$ cat config.mk
export PLATFORM = sky130hd
export DESIGN_NAME = bpm_frontend_top
export DESIGN_NICKNAME = d
export VERILOG_FILES = /design/src/design/bpm_pkg.sv /design/src/design/lane_if.sv /design/src/design/result_if.sv /design/src/design/bpm_frontend_top.sv /design/src/design/channel_proc.sv /design/src/design/event_framer.sv /design/src/design/packet_builder.sv
export SDC_FILE = /design/constraint.sdc
export NUM_CORES = 2
export LEC_CHECK = 0
export CAP_MARGIN = 20
export CORE_ASPECT_RATIO = 1.2
export CORE_UTILIZATION = 60
export DETAILED_ROUTE_END_ITERATION = 8
export DONT_BUFFER_PORTS = 1
export PLACE_DENSITY = 0.83
export SYNTH_ARGS = -nofsm -noshare
export SYNTH_HDL_FRONTEND = slang
export SYNTH_SLANG_ARGS = --single-unit
$ cat constraint.sdc
create_clock -name clk -period 11.52 [get_ports clk]
set_input_delay 1.152 -clock clk [delete_from_list [all_inputs] [get_ports clk]]
set_output_delay 1.152 -clock clk [all_outputs]
set_load 0.02 [all_outputs]
$ cat src/design/bpm_pkg.sv
package bpm_pkg;

	////////////////////////////////////////////////////////////////////////////
	// widths and packet constants
	////////////////////////////////////////////////////////////////////////////

	localparam int NUM_CH   = 4;   // electrodes A..D, packet layout assumes four
	localparam int SAMPLE_W = 16;  // adc word
	localparam int ENERGY_W = 32;  // sum of squares, saturating
	localparam int PKT_LEN  = 8;   // words per packet

	localparam logic [31:0] PKT_ID = 32'h4142504d;  // "ABPM"

	localparam logic [SAMPLE_W-1:0] OVF_FULL_SCALE = '1;  // raw full scale

	////////////////////////////////////////////////////////////////////////////
	// types
	////////////////////////////////////////////////////////////////////////////

	typedef logic [SAMPLE_W-1:0] sample_t;

	// channel A sits in the low 16 bits, then B, C, D
	typedef sample_t [NUM_CH-1:0] quad_sample_t;

	typedef logic [ENERGY_W-1:0] energy_t;

	// one packet word, either whole (id, energy) or split (status/count, peaks)
	typedef union packed {
		logic [31:0] full;
		struct packed {
			sample_t hi;
			sample_t lo;
		} half;
	} pkt_word_u;

endpackage

$ cat src/design/lane_if.sv
// one channel's sample stream, framer -> channel processor
interface lane_if;

	bpm_pkg::sample_t sample;     // raw adc value
	logic             bl_valid;   // sample is in baseline window
	logic             sig_valid;  // sample is in signal window
	logic             last;       // final signal sample of event

	modport framer (
		output sample, bl_valid, sig_valid, last
	);

	modport chan (
		input sample, bl_valid, sig_valid, last
	);

endinterface

$ cat src/design/result_if.sv
// per-channel event results, channel processor -> packet builder
interface result_if;

	bpm_pkg::sample_t peak;      // max corrected value
	bpm_pkg::energy_t energy;    // saturating sum of squares
	logic             overflow;  // full scale seen in signal window
	logic             done;      // one-cycle pulse, results valid

	modport chan (
		output peak, energy, overflow, done
	);

	modport packer (
		input peak, energy, overflow, done
	);

endinterface

$ cat src/design/bpm_frontend_top.sv
module bpm_frontend_top #(
	parameter int BL_LOG2 = 3  // log2 of baseline window
) (
	input  logic                  clk,
	input  logic                  RST_EVENT_NO,
	input  logic                  sample_valid,
	input  bpm_pkg::quad_sample_t sample_word,
	input  logic [15:0]           evt_len,
	output logic                  busy,
	output logic                  pkt_valid,
	output logic [31:0]           pkt_word
);

	logic pkt_done;  // packet builder -> framer, releases busy

	lane_if   lanes   [bpm_pkg::NUM_CH] ();
	result_if results [bpm_pkg::NUM_CH] ();

	////////////////////////////////////////////////////////////////////////////
	// framing
	////////////////////////////////////////////////////////////////////////////

	event_framer #(
		.BL_LOG2 (BL_LOG2)
	) i_framer (
		.clk          (clk),
		.RST_EVENT_NO (RST_EVENT_NO),
		.sample_valid (sample_valid),
		.sample_word  (sample_word),
		.evt_len      (evt_len),
		.pkt_done     (pkt_done),
		.busy         (busy),
		.lanes        (lanes)
	);

	////////////////////////////////////////////////////////////////////////////
	// per-channel processing
	////////////////////////////////////////////////////////////////////////////

	for (genvar g = 0; g < bpm_pkg::NUM_CH; g++) begin : g_chan
		channel_proc #(
			.BL_LOG2 (BL_LOG2)
		) i_chan (
			.clk          (clk),
			.RST_EVENT_NO (RST_EVENT_NO),
			.lane         (lanes[g]),
			.res          (results[g])
		);
	end

	////////////////////////////////////////////////////////////////////////////
	// packing
	////////////////////////////////////////////////////////////////////////////

	packet_builder i_packer (
		.clk          (clk),
		.RST_EVENT_NO (RST_EVENT_NO),
		.res          (results),
		.pkt_valid    (pkt_valid),
		.pkt_word     (pkt_word),
		.pkt_done     (pkt_done)
	);

endmodule

$ cat src/design/channel_proc.sv
module channel_proc #(
	parameter int BL_LOG2 = 3
) (
	input  logic   clk,
	input  logic   RST_EVENT_NO,
	lane_if.chan   lane,
	result_if.chan res
);

	localparam int SUM_W = bpm_pkg::SAMPLE_W + BL_LOG2;  // no wrap over the window
	localparam int SQ_W  = 2 * bpm_pkg::SAMPLE_W;
	localparam int ACC_W = bpm_pkg::ENERGY_W + 1;       // one carry bit

	logic [SUM_W-1:0]  bl_sum;
	logic              wait_first;  // next baseline sample opens an event
	logic              first_bl;
	bpm_pkg::sample_t  baseline;
	bpm_pkg::sample_t  corr;        // baseline removed, clamped
	logic [SQ_W-1:0]   sq;
	logic [ACC_W-1:0]  energy_add;
	bpm_pkg::energy_t  energy_sat;
	bpm_pkg::sample_t  peak_q;
	bpm_pkg::energy_t  energy_q;
	logic              ovf_q;
	logic              done_q;

	assign first_bl = lane.bl_valid & wait_first;

	// average over the window, bl_sum is steady once the signal starts
	assign baseline = bl_sum[SUM_W-1:BL_LOG2];

	////////////////////////////////////////////////////////////////////////////
	// correction and energy datapath
	////////////////////////////////////////////////////////////////////////////

	assign corr = (lane.sample > baseline) ? lane.sample - baseline : '0;  // clamp at 0
	assign sq   = corr * corr;

	assign energy_add = ACC_W'(energy_q) + ACC_W'(sq);
	assign energy_sat = energy_add[ACC_W-1] ? '1 : energy_add[bpm_pkg::ENERGY_W-1:0];

	always_ff @(posedge clk) begin
		if (RST_EVENT_NO) begin
			wait_first <= 1'b1;
			done_q     <= 1'b0;
		end else begin
			if (lane.last)
				wait_first <= 1'b1;  // rearm for the next event
			else if (lane.bl_valid)
				wait_first <= 1'b0;
			done_q <= lane.last;
		end
	end

	// accumulators restart on the first baseline sample, held after done
	always_ff @(posedge clk) begin
		if (first_bl) begin
			bl_sum   <= SUM_W'(lane.sample);
			peak_q   <= '0;
			energy_q <= '0;
			ovf_q    <= 1'b0;
		end else if (lane.bl_valid) begin
			bl_sum <= bl_sum + SUM_W'(lane.sample);
		end else if (lane.sig_valid) begin
			if (corr > peak_q)
				peak_q <= corr;
			energy_q <= energy_sat;
			if (lane.sample == bpm_pkg::OVF_FULL_SCALE)
				ovf_q <= 1'b1;  // raw value, not corrected
		end
	end

	assign res.peak     = peak_q;
	assign res.energy   = energy_q;
	assign res.overflow = ovf_q;
	assign res.done     = done_q;

endmodule

$ cat src/design/event_framer.sv
module event_framer #(
	parameter int BL_LOG2 = 3
) (
	input  logic                  clk,
	input  logic                  RST_EVENT_NO,
	input  logic                  sample_valid,
	input  bpm_pkg::quad_sample_t sample_word,
	input  logic [15:0]           evt_len,
	input  logic                  pkt_done,     // from packet builder
	output logic                  busy,
	lane_if.framer                lanes [bpm_pkg::NUM_CH]
);

	localparam logic [15:0] BL_LEN = 16'(1) << BL_LOG2;  // baseline window size

	logic                  accept;   // sample taken this edge
	logic [15:0]           smp_cnt;  // index of next sample in event
	logic [15:0]           len_q;    // latched event length
	logic [15:0]           len_eff;  // evt_len after minimum rule
	logic                  in_bl;
	logic                  is_last;
	logic                  bl_q;
	logic                  sig_q;
	logic                  last_q;
	bpm_pkg::quad_sample_t word_q;

	assign accept = sample_valid & ~busy;  // offered while busy is dropped

	// short events still need one signal sample after the baseline
	assign len_eff = (evt_len <= BL_LEN) ? BL_LEN + 16'd1 : evt_len;

	assign in_bl   = smp_cnt < BL_LEN;
	assign is_last = ~in_bl & (smp_cnt == len_q - 16'd1);  // never true in baseline

	////////////////////////////////////////////////////////////////////////////
	// sample counter and busy flag
	////////////////////////////////////////////////////////////////////////////

	always_ff @(posedge clk) begin
		if (RST_EVENT_NO) begin
			smp_cnt <= '0;
			len_q   <= BL_LEN + 16'd1;
			busy    <= 1'b0;
		end else begin
			if (accept) begin
				if (smp_cnt == '0)
					len_q <= len_eff;  // length fixed at first sample
				smp_cnt <= is_last ? '0 : smp_cnt + 16'd1;
			end
			if (accept && is_last)
				busy <= 1'b1;  // hold off input while packing
			else if (pkt_done)
				busy <= 1'b0;
		end
	end

	////////////////////////////////////////////////////////////////////////////
	// lane strobes, one cycle behind acceptance
	////////////////////////////////////////////////////////////////////////////

	always_ff @(posedge clk) begin
		if (RST_EVENT_NO) begin
			bl_q   <= 1'b0;
			sig_q  <= 1'b0;
			last_q <= 1'b0;
		end else begin
			bl_q   <= accept & in_bl;
			sig_q  <= accept & ~in_bl;
			last_q <= accept & is_last;
		end
	end

	always_ff @(posedge clk) begin
		if (accept)
			word_q <= sample_word;  // payload only
	end

	// split the word into four lanes sharing the same tags
	for (genvar g = 0; g < bpm_pkg::NUM_CH; g++) begin : g_lane
		assign lanes[g].sample    = word_q[g];
		assign lanes[g].bl_valid  = bl_q;
		assign lanes[g].sig_valid = sig_q;
		assign lanes[g].last      = last_q;
	end

endmodule

$ cat src/design/packet_builder.sv
module packet_builder (
	input  logic        clk,
	input  logic        RST_EVENT_NO,
	result_if.packer    res [bpm_pkg::NUM_CH],
	output logic        pkt_valid,
	output logic [31:0] pkt_word,
	output logic        pkt_done   // with the last word
);

	localparam int IDX_W = $clog2(bpm_pkg::PKT_LEN);

	logic [IDX_W-1:0]    idx;       // word to emit next
	logic                active;    // packet in progress
	logic                emit;
	logic [15:0]         evt_cnt;   // packets sent since reset
	logic [15:0]         status;
	bpm_pkg::pkt_word_u  word_nxt;
	logic [bpm_pkg::NUM_CH-1:0] ovf;
	bpm_pkg::sample_t    peak   [bpm_pkg::NUM_CH];
	bpm_pkg::energy_t    energy [bpm_pkg::NUM_CH];

	// pull results out of the interface array
	for (genvar g = 0; g < bpm_pkg::NUM_CH; g++) begin : g_res
		assign peak[g]   = res[g].peak;
		assign energy[g] = res[g].energy;
		assign ovf[g]    = res[g].overflow;
	end

	assign status = {ovf[0], ovf[1], ovf[2], ovf[3], 12'd0};  // A in bit 15

	// all channels finish on the same edge, channel 0 speaks for them
	assign emit = res[0].done | active;

	////////////////////////////////////////////////////////////////////////////
	// word mux
	////////////////////////////////////////////////////////////////////////////

	always_comb begin
		word_nxt.full = '0;
		case (idx)
			0: word_nxt.full = bpm_pkg::PKT_ID;
			1: begin
				word_nxt.half.hi = status;
				word_nxt.half.lo = evt_cnt;
			end
			2: begin
				word_nxt.half.hi = peak[0];
				word_nxt.half.lo = peak[1];
			end
			3: begin
				word_nxt.half.hi = peak[2];
				word_nxt.half.lo = peak[3];
			end
			default: word_nxt.full = energy[idx[1:0]];  // words 4..7, A..D
		endcase
	end

	////////////////////////////////////////////////////////////////////////////
	// sequencer and event counter
	////////////////////////////////////////////////////////////////////////////

	always_ff @(posedge clk) begin
		if (RST_EVENT_NO) begin
			idx       <= '0;
			active    <= 1'b0;
			pkt_valid <= 1'b0;
			pkt_done  <= 1'b0;
			evt_cnt   <= '0;
		end else begin
			pkt_valid <= emit;
			pkt_done  <= 1'b0;
			if (emit) begin
				if (idx == IDX_W'(bpm_pkg::PKT_LEN - 1)) begin
					idx      <= '0;
					active   <= 1'b0;
					pkt_done <= 1'b1;
				end else begin
					idx    <= idx + 1'b1;
					active <= 1'b1;
				end
			end
			if (pkt_done)
				evt_cnt <= evt_cnt + 16'd1;  // wraps at 16 bits
		end
	end

	always_ff @(posedge clk) begin
		if (emit)
			pkt_word <= word_nxt.full;
	end

endmodule

Word level (Yosys, flattened, before mapping)

Index checks and enable logic that the tools add are counted.

Bitwise operators: 12
Magnitude comparators: 11
Add/subtract/negate cells: 16
Reduce and logical (&&, ||, !) cells: 17
Mux-type cells: 27
Equal/unequal tests: 9
Multipliers: 4

Operators by type and width:

| operator                                                         | number |
|---|---|
| two-way mux 16 bit                                               | 14 |
| two-way mux 32 bit                                               | 6 |
| adder 32 x 32 -> 33 bit                                          | 4 |
| greater-than comparator 16 bit                                   | 8 |
| multiplier 16 x 16 -> 32 bit                                     | 4 |
| case mux 32 bit (4 select lines)                                 | 1 |
| adder 19 x 16 -> 19 bit                                          | 4 |
| binary-select mux 32 bit (select 2 bit)                          | 1 |
| equality test 16 bit (second input constant)                     | 4 |
| subtractor 16 bit                                                | 4 |
| adder 16 x 1 -> 16 bit (second input constant)                   | 2 |
| AND reduction 3 bit                                              | 8 |
| equality test 16 bit                                             | 1 |
| less-or-equal comparator 16 x 4 -> 1 bit (second input constant) | 1 |
| logical NOT 16 bit                                               | 1 |
| less-than comparator 16 x 4 -> 1 bit (second input constant)     | 1 |
| subtractor 16 x 1 -> 16 bit (second input constant)              | 1 |
| AND 1 bit                                                        | 6 |
| equality test 3 x 2 -> 1 bit (second input constant)             | 2 |
| two-way mux 1 bit                                                | 4 |
| inverter 1 bit                                                   | 4 |
| AND reduction 2 bit                                              | 2 |
| nonzero test 2 bit                                               | 2 |
| OR reduction 2 bit                                               | 2 |
| 9 further kinds                                                  | 9 |

Output and inout port bits: 34
Register bits after elaboration: 428

Depth between registers and ports, before layout

Depth in word-level cells: 5
Gate-level depth with buffers: 39
Mapped depth without buffers: 36

Modules after synthesis

From an unflattened synthesis, not the netlist that was laid out.

Cell total of the unflattened synthesis: 6666
Area, all modules: 58960.3 um^2

Modules (own cells, without submodules):

| module                          | instances | cells an instance | seq. area each (um^2) | area an instance (um^2) |
|---|---|---|---|---|
| channel_proc (g_chan[1].i_chan) | 1         | 1523              | 1561.5                | 12992.5 |
| channel_proc (g_chan[3].i_chan) | 1         | 1550              | 1561.5                | 12944.9 |
| channel_proc (g_chan[0].i_chan) | 1         | 1494              | 1561.5                | 12849.8 |
| channel_proc (g_chan[2].i_chan) | 1         | 1495              | 1561.5                | 12726.0 |
| event_framer                    | 1         | 303               | 2642.5                | 4047.6 |
| packet_builder                  | 1         | 301               | 1401.3                | 3399.5 |

Worst setup path after synthesis

OpenSTA, ideal clock, no wires.

Kind: register -> register
From: reg g_chan[2].i_chan.bl_sum[3]
To: reg g_chan[2].i_chan.energy_q[10]
Buffers on the path: 4
Stages on the path, launching flop included: 38
Setup slack: 2.702 ns
Data arrival time: 8.760 ns
Period minus slack after synthesis: 8.818 ns
Cell sequence: edfxtp_1 ha_1 fa_1 nor2b_1 o31a_1 o31a_1 a22oi_1 nor2_1 o31a_1 clkbuf_1 nand2_1 inv_1 clkbuf_1 nand2_1 fa_1 inv_1 fa_1 inv_1 [... 2 more ...] fa_1 fa_1 inv_1 fa_1 inv_1 ha_1 clkbuf_1 a21o_1 a21o_1 a21oi_1 o21ai_0 o22ai_1 a31oi_1 or4_1 and3_1 mux2i_1 buf_2 o221a_2

Word-level cells in the longest chain between the ends: 5
Elaborated cells between the ends (all ways): 6
Those cells by class: add/sub: 2; mul: 1; order compare: 1; mux: 2

RTL lines:

| element                                                             | RTL line           | RTL |
|---|---|---|
| from (decl)                                                         | channel_proc.sv:14 | `logic [SUM_W-1:0] bl_sum;` |
| from (signal assigned)                                              | channel_proc.sv:58 | `bl_sum <= SUM_W'(lane.sample);` |
| from (signal assigned)                                              | channel_proc.sv:63 | `bl_sum <= bl_sum + SUM_W'(lane.sample);` |
| subtractor 16 bit or greater-than comparator 16 bit (tied branches) | channel_proc.sv:36 | `assign corr = (lane.sample > baseline) ? lane.sample - baseline : '0;` |
| two-way mux 16 bit (*)                                              | channel_proc.sv:36 |  |
| via g_chan[2].i_chan.corr[13]                                       | channel_proc.sv:18 | `bpm_pkg::sample_t corr;` |
| multiplier 16 x 16 -> 32 bit (*)                                    | channel_proc.sv:37 | `assign sq = corr * corr;` |
| adder 32 x 32 -> 33 bit (*)                                         | channel_proc.sv:39 | `assign energy_add = ACC_W'(energy_q) + ACC_W'(sq);` |
| two-way mux 32 bit (*)                                              | channel_proc.sv:40 | `assign energy_sat = energy_add[ACC_W-1] ? '1 : energy_add[bpm_pkg::ENERGY_W-1:0];` |
| to (signal assigned)                                                | channel_proc.sv:67 | `energy_q <= energy_sat;` |
| to (decl)                                                           | channel_proc.sv:23 | `bpm_pkg::energy_t energy_q;` |

Mark *: on every way through the listed nets, which the timed path passes. The rest lies on a longest branch.
A chain may end at the register's enable or synchronous reset.

Final worst setup path

From: reg g_chan[1].i_chan.bl_sum[3]
To: reg g_chan[1].i_chan.energy_q[8]

Word-level cells in the longest chain between the ends: 5
Elaborated cells between the ends (all ways): 6
Those cells by class: add/sub: 2; mul: 1; order compare: 1; mux: 2

RTL lines:

| element                                                             | RTL line |
|---|---|
| from (decl)                                                         | channel_proc.sv:14 |
| from (signal assigned)                                              | channel_proc.sv:58 |
| from (signal assigned)                                              | channel_proc.sv:63 |
| subtractor 16 bit or greater-than comparator 16 bit (tied branches) | channel_proc.sv:36 |
| two-way mux 16 bit (*)                                              | channel_proc.sv:36 |
| multiplier 16 x 16 -> 32 bit (*)                                    | channel_proc.sv:37 |
| adder 32 x 32 -> 33 bit (*)                                         | channel_proc.sv:39 |
| two-way mux 32 bit (*)                                              | channel_proc.sv:40 |
| to (signal assigned)                                                | channel_proc.sv:67 |
| to (decl)                                                           | channel_proc.sv:23 |

Mark *: on every way between the ends. The rest lies on a longest branch, timed or not.

==> impl_metrics.env <==
export IMPL_clkTransAtPathRegs_ps=70
export IMPL_gr_total_overflow=0
export IMPL_pin_count=117
export IMPL_cts_resized=0
export IMPL_final_nets=7858
export IMPL_reg2reg_to="g_chan[1].i_chan.res.energy[8]"
export IMPL_setup_viol=0
export IMPL_dp_hpwl_um=128000
export IMPL_end_kind="flop"
export IMPL_clock_latency_ps=660
export IMPL_crit_path_start_kind="flop"
export IMPL_drt_first_pass_iters=9
export IMPL_period_needed_ps=10560
export IMPL_seq_area_frac_synth_pct=17.7
export IMPL_ys_warnings_count=0
export IMPL_cp_buffers_inverters=7
export IMPL_io_buffers=0
export IMPL_worst_pin_slew_ps=1060
export IMPL_synth_edf_count=160
export IMPL_grt_max_degree=94
export IMPL_n_fill_cell=7524
export IMPL_syn_nets=7945
export IMPL_r2r_start="g_chan[1].i_chan.bl_sum[3]"
export IMPL_cts_setup_buffers=0
export IMPL_syn_to_final_growth_pct=5.24
export IMPL_cap_violations=0
export IMPL_violations="DRC"
export IMPL_fin_crit_sh_pct=91.7
export IMPL_clock_fmax_ghz=0.0947
export IMPL_synth_main_ff_cell="dfxtp_1"
export IMPL_slowest_delay_ps=890
export IMPL_gp_congestion=1.02
export IMPL_critPathRequiredTime_ps=12020
export IMPL_r2r_cells=33
export IMPL_cts_root_buffer="clkbuf_16"
export IMPL_first_global_vias=47790
export IMPL_rows=124
export IMPL_vias=45532
export IMPL_drc=2
export IMPL_coreArea_um2=95100
export IMPL_holdPathEnd="g_chan[1].i_chan.wait_first"
export IMPL_die_w_um=285
export IMPL_syn_inst=6472
export IMPL_drv_slew=0
export IMPL_antenna_found_initial=13
export IMPL_crit_fanout=27
export IMPL_rsz0062_at_grt="false"
export IMPL_syn_area_um2=57500
export IMPL_antenna_left=0
export IMPL_cpMostUsedCell="fa_1"
export IMPL_finalSetupTns_ps=0
export IMPL_hold_buffers=0
export IMPL_grt_pass1_wl_um=251000
export IMPL_post_synth_cell_area_avg_um2=8.88
export IMPL_hold_start="i_framer.lanes[0].last"
export IMPL_crit_type="flop to flop"
export IMPL_drt_iter0_drc=4311
export IMPL_wire_per_inst_um=20.6
export IMPL_via_per_inst=5.92
export IMPL_min_path_type="flop to flop"
export IMPL_cp_arrival_ps=11060
export IMPL_holdPathStages=2
export IMPL_dieArea_um2=97000
export IMPL_r2r_slack_ps=960
export IMPL_chipHeight_um=341
export IMPL_synth_cell_types=89
export IMPL_slew_headroom_pct=29.5
export IMPL_outcome="complete, but fails checks"
export IMPL_drive_above_1_share_pct=4.20
export IMPL_routed_wl_um=158000
export IMPL_synth_seq_cells=428
export IMPL_cp_top_family="adder cells"
export IMPL_tritoncts="yes"
export IMPL_asyncSetResetFlopFracSynth_pct=0
export IMPL_cp_slowest_cell="o31ai_2"
export IMPL_cts_buffers=50
export IMPL_cts_htree_levels=2
export IMPL_cts_buffer_depth=3
export IMPL_hold_violations=0
export IMPL_track_usage_pct=33.1
export IMPL_cts_sinks=428
export IMPL_skew_ps=71.1
export IMPL_start_util_pct=60.4
flip-flops by register name (all words and copies together) (netlist names), 3 cells and up:
signal / flops
i_packer.pkt_word: 32
g_chan.i_chan.bl_sum: 76
i_packer.evt_cnt: 16
g_chan.i_chan.res.overflow: 4
i_packer.idx: 3
i_framer.smp_cnt: 16
g_chan.i_chan.res.energy: 128
i_framer.lanes.sample: 64
i_framer.len_q: 16
g_chan.i_chan.res.peak: 64
Yosys cell counts (9+ instances only):
| cell type | n | area [um2] |
|---|---|---|
| edfxtp_1 | 160 | 4800 |
| buf_1 | 13 | 48.8 |
| a21boi_0 | 11 | 82.6 |
| and2_1 | 34 | 213 |
| nand2_1 | 480 | 1800 |
| nor4_1 | 12 | 75.1 |
| clkbuf_1 | 152 | 571 |
| a31oi_1 | 80 | 500 |
| clkinv_1 | 30 | 113 |
| nand3_1 | 66 | 330 |
| mux4_2 | 32 | 721 |
| and3_1 | 32 | 200 |
| a21o_1 | 110 | 826 |
| mux2i_1 | 77 | 771 |
| o31a_1 | 11 | 96.3 |
| o211ai_1 | 15 | 113 |
| o21ai_0 | 210 | 1050 |
| dfxtp_1 | 268 | 5370 |
| nor2b_1 | 38 | 238 |
| o21bai_1 | 30 | 225 |
| nand2b_1 | 46 | 288 |
| a21oi_1 | 269 | 1350 |
| or3_1 | 30 | 188 |
| a222oi_1 | 13 | 130 |
| a22oi_1 | 22 | 165 |
| nor2_1 | 560 | 2100 |
| nor3_1 | 68 | 340 |
| inv_1 | 1538 | 5770 |
| fa_1 | 776 | 15500 |
| a211oi_1 | 18 | 135 |
| a41o_1 | 9 | 90.1 |
| o21a_1 | 56 | 420 |
| o31ai_1 | 20 | 150 |
| or2_2 | 19 | 119 |
| nand4_1 | 53 | 332 |
| a221oi_1 | 29 | 254 |
| ha_1 | 614 | 7680 |
| xor2_1 | 137 | 1200 |
| buf_2 | 13 | 65.1 |
| a311oi_1 | 10 | 87.6 |
| o221a_2 | 43 | 484 |
| xnor2_1 | 145 | 1270 |
through the flow:
step	worst slack, ps	cell area (um2)	hold WS [ps]	utilization [%]	std cells
floorplan	2700	57500	415	-	6472
global placement	1270	58600	420	61.7	7587
detailed placement	1110	58600	436	61.7	7587
CTS	1090	60400	464	63.5	7680
global route	457	60500	487	63.6	7688
finish	958	60500	471	63.6	7689
worst min-delay path, cell delays in order, from the launching register on:
cell	delay (ps)
dfxtp_1	340
nor2_1	50
o21ai_0	50
final cells by class:
class	instances	area [um2]	share of cell area, %
antenna	3	7.51	0.0124
multi-input combinational	4292	40700	67.3
inverter	1569	5890	9.74
clock buffer	62	1440	2.39
sequential	428	10200	16.8
tap	1260	1580	2.61
timing repair buffer	44	350	0.579
clock inverter	31	315	0.521
worst max-delay path by stage:
stage | startpoint | endpoint | slack (ps) | cells past startpoint
6_report | g_chan[1].i_chan.bl_sum[3] | g_chan[1].i_chan.res.energy[8] | 960 | 33
2_1_floorplan | g_chan[2].i_chan.bl_sum[3] | g_chan[2].i_chan.res.energy[10] | 2700 | 37
3_3_place_gp | i_framer.lanes[1].sample[0] | g_chan[1].i_chan.res.energy[5] | 1270 | 34
5_1_grt | i_framer.lanes[1].sample[0] | g_chan[1].i_chan.res.energy[8] | 460 | 34
4_1_cts | i_framer.lanes[1].sample[0] | g_chan[1].i_chan.res.energy[5] | 1090 | 34
3_5_place_dp | i_framer.lanes[1].sample[0] | g_chan[1].i_chan.res.energy[5] | 1110 | 34
cells in the final DEF (no fill, tap or decap), drive strengths merged, types with 56 or more instances in the layout:
master / instances
inv: 1550
ha: 614
mux2i: 78
a21oi: 269
a31oi: 80
dfxtp: 268
clkbuf: 64
a21o: 110
nand2: 480
xnor2: 147
o21a: 56
nor3: 68
edfxtp: 160
nand3: 67
fa: 776
xor2: 137
o21ai: 212
nor2: 560
routing by layer:
metal	vias to the layer above	routed length [um]	track usage [%]
met1	22138	56600	38.0
li1	20565	-	-
met4	10	12100	21.7
met3	626	14200	7.17
met2	2193	75300	55.8
met5	-	69	0
cell families (layout without fill, tap and decap cells):
group | after synthesis | in the layout | synth area share (%)
flip-flops | 428 | 428 | 17.7
multiplexers | 114 | 114 | 2.70
XOR/XNOR | 285 | 285 | 4.39
AND/OR/NAND/NOR | 1464 | 1464 | 11.2
AO/OA/AOI/OAI | 1039 | 1039 | 12.1
buffers and inverters | 1752 | 1706 | 11.5
adder cells (fa/ha/maj) | 1390 | 1390 | 40.4
other | 0 | 3 | 0
Power is left out: the tool's default activity adds up to more than one toggle a clock period on the data nets, which glitch-free logic cannot reach.
